`src/logic/analog_ctrl_params.svh`:
```
/*
 * Widths, setting offsets, PMA register addresses and field positions
 * for the analog settings controller. Include where a macro is needed.
 */
`ifndef ANALOG_CTRL_PARAMS_SVH
`define ANALOG_CTRL_PARAMS_SVH

// bus widths
`define ANALOG_DATA_W       32
`define ANALOG_OFFSET_W     6
`define ANALOG_ADDR_W       11
`define ANALOG_MODE_W       3

// user modes, anything but write reads
`define ANALOG_MODE_RD      3'd0
`define ANALOG_MODE_WR      3'd1

// user setting offsets
`define ANALOG_OFS_VOD      6'h00
`define ANALOG_OFS_POSTTAP1 6'h02
`define ANALOG_OFS_DCGAIN   6'h11
`define ANALOG_OFS_EQCTRL   6'h13

// PMA channel register addresses
`define ANALOG_REG_VOD      11'h005
`define ANALOG_REG_POSTTAP1 11'h003
`define ANALOG_REG_EQ       11'h018
`define ANALOG_REG_DCGAIN   11'h019

// field positions, lsb and length
`define ANALOG_VOD_LSB      5'd0
`define ANALOG_VOD_LEN      5'd6
`define ANALOG_POSTTAP1_LSB 5'd3
`define ANALOG_POSTTAP1_LEN 5'd5
`define ANALOG_DCGAIN_LSB   5'd0
`define ANALOG_DCGAIN_LEN   5'd4
`define ANALOG_EQ_LSB       5'd1
`define ANALOG_EQ_LEN       5'd15

`endif

```
`src/logic/analog_ctrl_pkg.sv`:
```
/*
 * Shared types of the analog settings controller: field descriptors,
 * user request, backend command and the equalizer stage word.
 */
`default_nettype none

`include "analog_ctrl_params.svh"

package analog_ctrl_pkg;

   // how a field value is coded in the register
   typedef enum logic [1:0]
   {
      raw         = 2'd0,  // plain bits
      thermometer = 2'd1,  // rx dc gain
      eq_table    = 2'd2   // rx equalizer level table
   } field_kind_e;

   // where a setting lives in the PMA channel
   typedef struct packed
   {
      logic [`ANALOG_ADDR_W-1:0] reg_addr;
      logic [4:0]                bit_lsb;
      logic [4:0]                bit_len;
      field_kind_e               kind;
   } field_desc_t;

   typedef struct packed
   {
      logic [`ANALOG_OFFSET_W-1:0] offset;
      logic [`ANALOG_MODE_W-1:0]   mode;
      logic [`ANALOG_DATA_W-1:0]   writedata;
   } user_req_t;

   typedef struct packed
   {
      logic                      opcode;     // 1 write, 0 read
      logic [`ANALOG_ADDR_W-1:0] addr;
      logic [`ANALOG_DATA_W-1:0] writedata;
   } ctrl_cmd_t;

   // equalizer stage controls, eqa in the low bits
   typedef struct packed
   {
      logic [2:0] eqv;
      logic [2:0] eqd;
      logic [2:0] eqc;
      logic [2:0] eqb;
      logic [2:0] eqa;
   } eq_stages_t;

   // register bits vs. stage view of the same word
   typedef union packed
   {
      logic [`ANALOG_EQ_LEN-1:0] word;
      eq_stages_t                stages;
   } eq_field_u;

endpackage

`default_nettype wire

```
`src/logic/analog_field_map.sv`:
```
/*
 * Maps a user setting offset onto its PMA register, bit position and
 * value coding. Unmapped offsets flag illegal with a zero descriptor.
 */
`timescale 1ns/10ps
`default_nettype none

`include "analog_ctrl_params.svh"

module analog_field_map
(
   input  logic [`ANALOG_OFFSET_W-1:0] offset,
   output analog_ctrl_pkg::field_desc_t field,
   output logic                        illegal
);

   always_comb
   begin
      field   = '0;
      illegal = 1'b0;
      case (offset)
         `ANALOG_OFS_VOD:
         begin
            field.reg_addr = `ANALOG_REG_VOD;       // tx output swing
            field.bit_lsb  = `ANALOG_VOD_LSB;
            field.bit_len  = `ANALOG_VOD_LEN;
            field.kind     = analog_ctrl_pkg::raw;
         end
         `ANALOG_OFS_POSTTAP1:
         begin
            field.reg_addr = `ANALOG_REG_POSTTAP1;  // shares reg with other taps
            field.bit_lsb  = `ANALOG_POSTTAP1_LSB;
            field.bit_len  = `ANALOG_POSTTAP1_LEN;
            field.kind     = analog_ctrl_pkg::raw;
         end
         `ANALOG_OFS_DCGAIN:
         begin
            field.reg_addr = `ANALOG_REG_DCGAIN;
            field.bit_lsb  = `ANALOG_DCGAIN_LSB;
            field.bit_len  = `ANALOG_DCGAIN_LEN;
            field.kind     = analog_ctrl_pkg::thermometer;
         end
         `ANALOG_OFS_EQCTRL:
         begin
            // five 3-bit stages above bit 0
            field.reg_addr = `ANALOG_REG_EQ;
            field.bit_lsb  = `ANALOG_EQ_LSB;
            field.bit_len  = `ANALOG_EQ_LEN;
            field.kind     = analog_ctrl_pkg::eq_table;
         end
         default:
         begin
            illegal = 1'b1;  // not a kept setting
         end
      endcase
   end

endmodule

`default_nettype wire

```
`src/logic/analog_value_codec.sv`:
```
/*
 * Converts between user values and LSB-aligned register field bits.
 * Raw fields are masked, dc gain uses a thermometer code and the
 * equalizer level goes through the 15-entry stage table.
 */
`timescale 1ns/10ps
`default_nettype none

`include "analog_ctrl_params.svh"

module analog_value_codec
(
   input  analog_ctrl_pkg::field_kind_e kind,
   input  logic [4:0]                   bit_len,
   input  logic [`ANALOG_DATA_W-1:0]    user_value,
   input  logic [`ANALOG_DATA_W-1:0]    field_in,    // register bits, lsb aligned
   output logic [`ANALOG_DATA_W-1:0]    field_out,   // encoded, lsb aligned
   output logic [`ANALOG_DATA_W-1:0]    user_out
);

   ////////////////////////////////////////
   // equalizer stage table
   ////////////////////////////////////////

   // {eqv, eqd, eqc, eqb, eqa} per level, level 0 all off
   function automatic analog_ctrl_pkg::eq_stages_t eq_level(input logic [3:0] level);
      case (level)
         4'd1:    return {3'd0, 3'd0, 3'd0, 3'd0, 3'd3};  // low gain
         4'd2:    return {3'd0, 3'd0, 3'd0, 3'd0, 3'd4};
         4'd3:    return {3'd4, 3'd0, 3'd0, 3'd0, 3'd7};
         4'd4:    return {3'd7, 3'd0, 3'd0, 3'd0, 3'd7};
         4'd5:    return {3'd0, 3'd0, 3'd0, 3'd7, 3'd7};
         4'd6:    return {3'd4, 3'd0, 3'd0, 3'd7, 3'd7};  // medium gain
         4'd7:    return {3'd0, 3'd0, 3'd3, 3'd7, 3'd7};
         4'd8:    return {3'd0, 3'd0, 3'd7, 3'd7, 3'd7};
         4'd9:    return {3'd2, 3'd0, 3'd7, 3'd7, 3'd7};
         4'd10:   return {3'd4, 3'd0, 3'd7, 3'd7, 3'd7};
         4'd11:   return {3'd0, 3'd7, 3'd7, 3'd7, 3'd7};  // high gain
         4'd12:   return {3'd2, 3'd7, 3'd7, 3'd7, 3'd7};
         4'd13:   return {3'd4, 3'd7, 3'd7, 3'd7, 3'd7};
         4'd14:   return {3'd6, 3'd7, 3'd7, 3'd7, 3'd7};
         4'd15:   return {3'd7, 3'd7, 3'd7, 3'd7, 3'd7};
         default: return '0;
      endcase
   endfunction

   logic [`ANALOG_DATA_W-1:0] len_mask;
   logic [3:0]                therm_enc;
   logic [2:0]                therm_dec;
   logic [3:0]                eq_dec;
   analog_ctrl_pkg::eq_field_u eq_in;
   analog_ctrl_pkg::eq_field_u eq_out;

   assign len_mask = (32'd1 << bit_len) - 32'd1;

   // dc gain thermometer, fills from the msb
   always_comb
   begin
      case (user_value[2:0])
         3'd0:    therm_enc = 4'b0000;
         3'd1:    therm_enc = 4'b1000;
         3'd2:    therm_enc = 4'b1100;
         3'd3:    therm_enc = 4'b1110;
         default: therm_enc = 4'b1111;  // 4 and above saturate
      endcase
      case (field_in[3:0])
         4'b1000: therm_dec = 3'd1;
         4'b1100: therm_dec = 3'd2;
         4'b1110: therm_dec = 3'd3;
         4'b1111: therm_dec = 3'd4;
         default: therm_dec = 3'd0;     // 0000 or not a thermometer code
      endcase
   end

   // equalizer, encode by lookup and decode by search
   always_comb
   begin
      eq_out.stages = eq_level(user_value[3:0]);
      eq_in.word    = field_in[`ANALOG_EQ_LEN-1:0];
      eq_dec        = 4'd0;  // no match reads as level 0
      for (int lvl = 1; lvl < 16; lvl++)
      begin
         if (eq_in.stages == eq_level(4'(lvl)))
            eq_dec = 4'(lvl);
      end
   end

   always_comb
   begin
      field_out = '0;
      user_out  = '0;
      case (kind)
         analog_ctrl_pkg::raw:
         begin
            field_out = user_value & len_mask;
            user_out  = field_in & len_mask;
         end
         analog_ctrl_pkg::thermometer:
         begin
            field_out[3:0] = therm_enc;
            user_out[2:0]  = therm_dec;
         end
         analog_ctrl_pkg::eq_table:
         begin
            field_out[`ANALOG_EQ_LEN-1:0] = eq_out.word;
            user_out[3:0]                 = eq_dec;
         end
         default:
         begin
            field_out = '0;
            user_out  = '0;
         end
      endcase
   end

endmodule

`default_nettype wire

```
`src/logic/analog_rmw_sequencer.sv`:
```
/*
 * Request latch and read-modify-write FSM towards the PMA backend.
 * A read is one backend read. A write is a locked read then write with
 * the new field merged in. Owns busy, lock and the offset error.
 */
`timescale 1ns/10ps
`default_nettype none

`include "analog_ctrl_params.svh"

module analog_rmw_sequencer
(
   input  logic                         clk,
   input  logic                         reset,
   input  logic                         go,
   input  analog_ctrl_pkg::user_req_t   req,
   input  analog_ctrl_pkg::field_desc_t field,
   input  logic                         illegal,
   input  logic [`ANALOG_DATA_W-1:0]    enc_field,
   input  logic [`ANALOG_DATA_W-1:0]    dec_value,
   output analog_ctrl_pkg::user_req_t   req_q,
   output logic [`ANALOG_DATA_W-1:0]    rd_field,
   output logic                         busy,
   output logic                         illegal_offset_error,
   output logic [`ANALOG_DATA_W-1:0]    readdata,
   output logic                         ctrl_go,
   output analog_ctrl_pkg::ctrl_cmd_t   ctrl_cmd,
   output logic                         ctrl_lock,
   input  logic                         ctrl_wait,
   input  logic [`ANALOG_DATA_W-1:0]    ctrl_readdata
);

   typedef enum logic [1:0]
   {
      st_idle,
      st_read,
      st_write,
      st_finish
   } seq_state_e;

   seq_state_e                 state;
   analog_ctrl_pkg::user_req_t req_hold;
   logic [`ANALOG_DATA_W-1:0]  rd_word;     // word from the backend read
   logic [`ANALOG_DATA_W-1:0]  fld_mask;
   logic [`ANALOG_DATA_W-1:0]  merged;
   logic                       accept;
   logic                       is_write;
   logic                       access_done;

   assign busy   = (state != st_idle);
   assign accept = go & ~busy;   // go during busy is dropped

   // live request in the go cycle so illegal is known at that edge
   assign req_q    = accept ? req : req_hold;
   assign is_write = (req_q.mode == `ANALOG_MODE_WR);

   // wait is never up in the ctrl_go cycle, so skip that one
   assign access_done = ~ctrl_go & ~ctrl_wait;

   ////////////////////////////////////////
   // field extract and merge
   ////////////////////////////////////////

   assign rd_field = rd_word >> field.bit_lsb;
   assign fld_mask = ((32'd1 << field.bit_len) - 32'd1) << field.bit_lsb;
   assign merged   = (rd_word & ~fld_mask) | ((enc_field << field.bit_lsb) & fld_mask);

   assign ctrl_cmd = '{opcode:    (state == st_write),
                       addr:      field.reg_addr,
                       writedata: merged};

   // payload, no reset
   always_ff @(posedge clk)
   begin
      if (accept)
         req_hold <= req;
      if (state == st_read && access_done)
         rd_word <= ctrl_readdata;  // only valid in the done cycle
   end

   ////////////////////////////////////////
   // control FSM
   ////////////////////////////////////////

   always_ff @(posedge clk or posedge reset)
   begin
      if (reset)
      begin
         state                <= st_idle;
         ctrl_go              <= 1'b0;
         ctrl_lock            <= 1'b0;
         illegal_offset_error <= 1'b0;
         readdata             <= '0;
      end
      else
      begin
         case (state)
            st_idle:
            begin
               if (accept)
               begin
                  if (illegal)
                     illegal_offset_error <= 1'b1;   // no backend access
                  else
                  begin
                     illegal_offset_error <= 1'b0;
                     ctrl_go              <= 1'b1;   // read always goes first
                     ctrl_lock            <= 1'b1;
                     state                <= st_read;
                  end
               end
            end
            st_read:
            begin
               ctrl_go <= 1'b0;
               if (access_done)
               begin
                  if (is_write)
                  begin
                     ctrl_go <= 1'b1;  // write back, lock held
                     state   <= st_write;
                  end
                  else
                  begin
                     ctrl_lock <= 1'b0;
                     state     <= st_finish;
                  end
               end
            end
            st_write:
            begin
               ctrl_go <= 1'b0;
               if (access_done)
               begin
                  ctrl_lock <= 1'b0;
                  state     <= st_finish;
               end
            end
            st_finish:
            begin
               if (!is_write)
                  readdata <= dec_value;  // writes leave readdata alone
               state <= st_idle;
            end
            default:
            begin
               state <= st_idle;
            end
         endcase
      end
   end

endmodule

`default_nettype wire

```
`src/logic/analog_ctrl_top.sv`:
```
/*
 * Top of the transceiver analog settings controller. The user side
 * issues go with a request, the backend side carries locked PMA accesses.
 */
`timescale 1ns/10ps
`default_nettype none

`include "analog_ctrl_params.svh"

module analog_ctrl_top
(
   input  logic                       clk,
   input  logic                       reset,
   input  logic                       go,
   input  analog_ctrl_pkg::user_req_t req,
   output logic                       busy,
   output logic                       illegal_offset_error,
   output logic [`ANALOG_DATA_W-1:0]  readdata,
   output logic                       ctrl_go,
   output analog_ctrl_pkg::ctrl_cmd_t ctrl_cmd,
   output logic                       ctrl_lock,
   input  logic                       ctrl_wait,
   input  logic [`ANALOG_DATA_W-1:0]  ctrl_readdata
);

   analog_ctrl_pkg::user_req_t   req_q;      // latched request
   analog_ctrl_pkg::field_desc_t field;
   logic                         illegal;
   logic [`ANALOG_DATA_W-1:0]    enc_field;  // new field bits
   logic [`ANALOG_DATA_W-1:0]    dec_value;  // user value of read field
   logic [`ANALOG_DATA_W-1:0]    rd_field;

   analog_field_map u_field_map
   (
      .offset  (req_q.offset),
      .field   (field),
      .illegal (illegal)
   );

   analog_value_codec u_value_codec
   (
      .kind       (field.kind),
      .bit_len    (field.bit_len),
      .user_value (req_q.writedata),
      .field_in   (rd_field),
      .field_out  (enc_field),
      .user_out   (dec_value)
   );

   analog_rmw_sequencer u_rmw_sequencer
   (
      .clk                  (clk),
      .reset                (reset),
      .go                   (go),
      .req                  (req),
      .field                (field),
      .illegal              (illegal),
      .enc_field            (enc_field),
      .dec_value            (dec_value),
      .req_q                (req_q),
      .rd_field             (rd_field),
      .busy                 (busy),
      .illegal_offset_error (illegal_offset_error),
      .readdata             (readdata),
      .ctrl_go              (ctrl_go),
      .ctrl_cmd             (ctrl_cmd),
      .ctrl_lock            (ctrl_lock),
      .ctrl_wait            (ctrl_wait),
      .ctrl_readdata        (ctrl_readdata)
   );

endmodule

`default_nettype wire

```
`config.mk`:
```
export PLATFORM = sky130hd
export DESIGN_NAME = analog_ctrl_top
export DESIGN_NICKNAME = d
export VERILOG_FILES = /design/src/logic/analog_ctrl_pkg.sv /design/src/logic/analog_field_map.sv /design/src/logic/analog_value_codec.sv /design/src/logic/analog_rmw_sequencer.sv /design/src/logic/analog_ctrl_top.sv
export VERILOG_INCLUDE_DIRS = /design/src /design/src/logic
export SDC_FILE = /design/constraint.sdc
export NUM_CORES = 1
export LEC_CHECK = 0
export BUFFER_PORTS_ARGS = -buffer_cell sky130_fd_sc_hd__buf_2
export CELL_PAD_IN_SITES_DETAIL_PLACEMENT = 0
export CELL_PAD_IN_SITES_GLOBAL_PLACEMENT = 1
export CORE_MARGIN = 2
export CORE_UTILIZATION = 41
export CTS_BUF_LIST = sky130_fd_sc_hd__clkbuf_8
export CTS_CLUSTER_SIZE = 24
export DETAILED_ROUTE_END_ITERATION = 16
export GPL_TIMING_DRIVEN = 0
export PLACE_DENSITY = 0.86
export SLEW_MARGIN = 40
export SYNTH_ARGS = -nofsm -noshare
export SYNTH_HDL_FRONTEND = slang
export SYNTH_HIERARCHICAL = 1
export SYNTH_SLANG_ARGS = --single-unit
```
`constraint.sdc`:
```
create_clock -name clk -period 7.55 [get_ports clk]
set_input_delay 1.51 -clock clk [delete_from_list [all_inputs] [get_ports clk]]
set_output_delay 1.51 -clock clk [all_outputs]
set_load 0.005 [all_outputs]
```
==> results.ini <==
[outcome]
status = finished clean

[clock_tree]
cts.clk_slew.worst_paths_ns = 0.13
tritoncts = yes
cts_max_level = 3
cts_hold_buf = 0
max-clock-path-buffers = 2
numCtsBuffers = 9
clock_latency_ns = 0.42
cts.sinks = 109
root_buffer = clkbuf_8

[power]
power.total_mw = 4.92
p_per_area_nw_per_um2 = 352
power.leakage_nw = 5.85
peakVddDrop_mv = 0.164

[hold_path]
min_path_type = reg2reg
min_to = u_rmw_sequencer/req_hold[32]$_DFF_P_
whs_path_depth = 2
min-delay-start = u_rmw_sequencer/req_hold[32]$_DFF_P_

[worst_setup_path]
cp-end-kind = output pin
r2r_slack_ns = 0.54
rr_worst_depth = 24
path_cells = buf_2, nand2_4, buf_8, mux2_4, nand2_8, nor3_4, buf_6, or2_4, or4_4, ha_4, buf_6, nand2_1, o31ai_1, a21boi_1, o21ai_2, a31o_2, mux2i_2, nand2_1, o21ai_2, mux2_2, mux2i_1, mux2_1, buf_2
cp_max_fo = 10
critPathArrivalTime_ns = 5.97
cp-start-kind = input pin
cp.required_ns = 6.04
slowest_stage = or4_4
reg2reg_from = u_rmw_sequencer/state[1]$_DFFE_PP0P_
reg2reg_to = u_rmw_sequencer/readdata[0]$_DFFE_PP0P_
criticalPathCategory = in2out
max_stage_delay_ns = 0.57

[synth]
syn_area_um2 = 11800
synth_warnings = 6
syn_inst = 1455
syn_area_per_cell_um2 = 8.08

[detailed_routing]
vias = 13400
wl_mm = 56.5
via_per_inst = 6.52
initialDrtViolationCount = 1782
ant_nets = 0
drc_errors = 0
firstDrtPassIters = 6
wl_per_cell_um = 27.6

[sta]
finClkSkew_ns = 0.0306
slew_headroom_pct = 42.3
hold-worst-slack_ns = 0.475
min_period_ns = 7.48
drv_slew = 0
max_clock_freq_ghz = 0.134
setup_viol = 0
hold_viol = 0
setup_tns_ns = 0
min_period_over_period_pct = 99.1
tightest_slew_ns = 0.856

[global_route]
grt_pass1_vias = 12700
grt_pass1_wl_mm = 82.5
grt_max_degree = 34
grt_overflow = 0
antenna_found_initial = 1
grt_usage_pct = 36.4

[cells_and_area]
multi_input_area_um2 = 8470
num-fill-cells = 2781
syn2layout_area_growth_pct = 19.0
drive_gt1_share_pct = 33.0
seq_area_um2 = 2690
nets = 1750
final_util_pct = 50.0

[job]
maxCapViolCount = 0

[die]
die_area_um2 = 30000
floorplan.initialDensity_pct = 42.0
die_x_um = 173
io_pins = 157
rows = 61
die_y_um = 173
core_area_um2 = 28000

[place]
gp_congestion = 1.08
place_hpwl_mm = 44.1
port_buffers = 149

[placed cells by master, fill, tap and decap left out, drive strengths merged, types with 7 or more instances in the layout]
| cell | n |
|---|---|
| dfrtp | 37 |
| mux2i | 79 |
| mux4 | 22 |
| nand4 | 7 |
| conb | 12 |
| inv | 36 |
| a211oi | 25 |
| o211ai | 19 |
| clkbuf | 64 |
| o31ai | 12 |
| nand2 | 160 |
| or2 | 11 |
| nor3 | 33 |
| nand3 | 28 |
| or3 | 12 |
| and3 | 21 |
| nand2b | 8 |
| nor2 | 137 |
| edfxtp | 32 |
| and2 | 47 |
| a32oi | 7 |
| mux2 | 119 |
| a31oi | 14 |
| nor2b | 14 |
| a21oi | 120 |
| o22ai | 21 |
| nor4 | 8 |
| dfxtp | 40 |
| a21o | 14 |
| ha | 7 |
| buf | 290 |
| o21ai | 100 |
[where the power goes]
group	internal [mW]	switching (mW)	total, mW	leakage, nW
combinational	1.44	2.22	3.66	4.63
sequential	0.804	0.0910	0.895	1.11
clock	0.129	0.242	0.371	0.103
[worst max-delay path, delay by kind of cell]
kind / cells / cell delay, ns
buffers and inverters: 5 / 0.69
and+or+nand+nor: 7 / 1.34
muxes: 5 / 1.24
AOI/OAI and AO/OA: 5 / 0.97
adders and majority gates: 1 / 0.20
[repair_timing]
action,in CTS,in global routing
pin swaps,15,19
buffers inserted,25,17
gates cloned,0,1
endpoints found under the setup margin,35,31
resized for setup,87,46
[registers in the layout, summed over array words and instances (netlist names)]
name and cells:
u_rmw_sequencer/state 2, u_rmw_sequencer/illegal_offset_error 1, u_rmw_sequencer/ctrl_lock 1, u_rmw_sequencer/rd_word 32
u_rmw_sequencer/ctrl_go 1, u_rmw_sequencer/req_hold 40, u_rmw_sequencer/readdata 32
[metal layers]
metal  track usage [%]  part of all wire [%]  wire (µm)  vias to the layer above
li1                  -                     -          -                     5754
met1              50.3                    40      22700                     6454
met2              54.9                    43      24200                      976
met3              6.40                    12       6540                      192
met4              17.4                   5.4       3060                        0
met5                 0                     0          0                        -
[final cells by class]
type / instances / share of cell area [%]
Clock inverter: 7 / 0.510
Timing Repair Buffer: 192 / 7.81
Inverter: 33 / 0.903
Buffer: 153 / 6.75
Clock buffer: 9 / 0.885
Antenna cell: 1 / 0.0179
Sequential cell: 109 / 19.2
Multi-Input combinational cell: 1168 / 60.5
Tap cell: 378 / 3.38
[metrics by stage]
stage | instances | instance area [µm²] | worst slack [ns]
finish | 2050 | 14000 | 0.0679
global route | 2049 | 14000 | -0.0241
CTS | 2034 | 13700 | 0.000536
detailed placement | 1993 | 13000 | -1.79
global placement | 1992 | 13000 | -1.74
floorplan | 1465 | 11800 | 0.137
[worst max path at each step]
stage                     from      endpoint  slack (ns)  depth (start not counted)
after CTS                   go  ctrl_cmd[30]      0.0005                         24
final                       go  ctrl_cmd[13]        0.07                         23
after global placement      go  ctrl_cmd[26]       -1.74                         24
after global routing        go  ctrl_cmd[14]       -0.02                         23
after floorplan             go  ctrl_cmd[20]        0.14                         21
after detailed placement    go  ctrl_cmd[26]       -1.79                         24
Power figures use the tool's default switching activity.
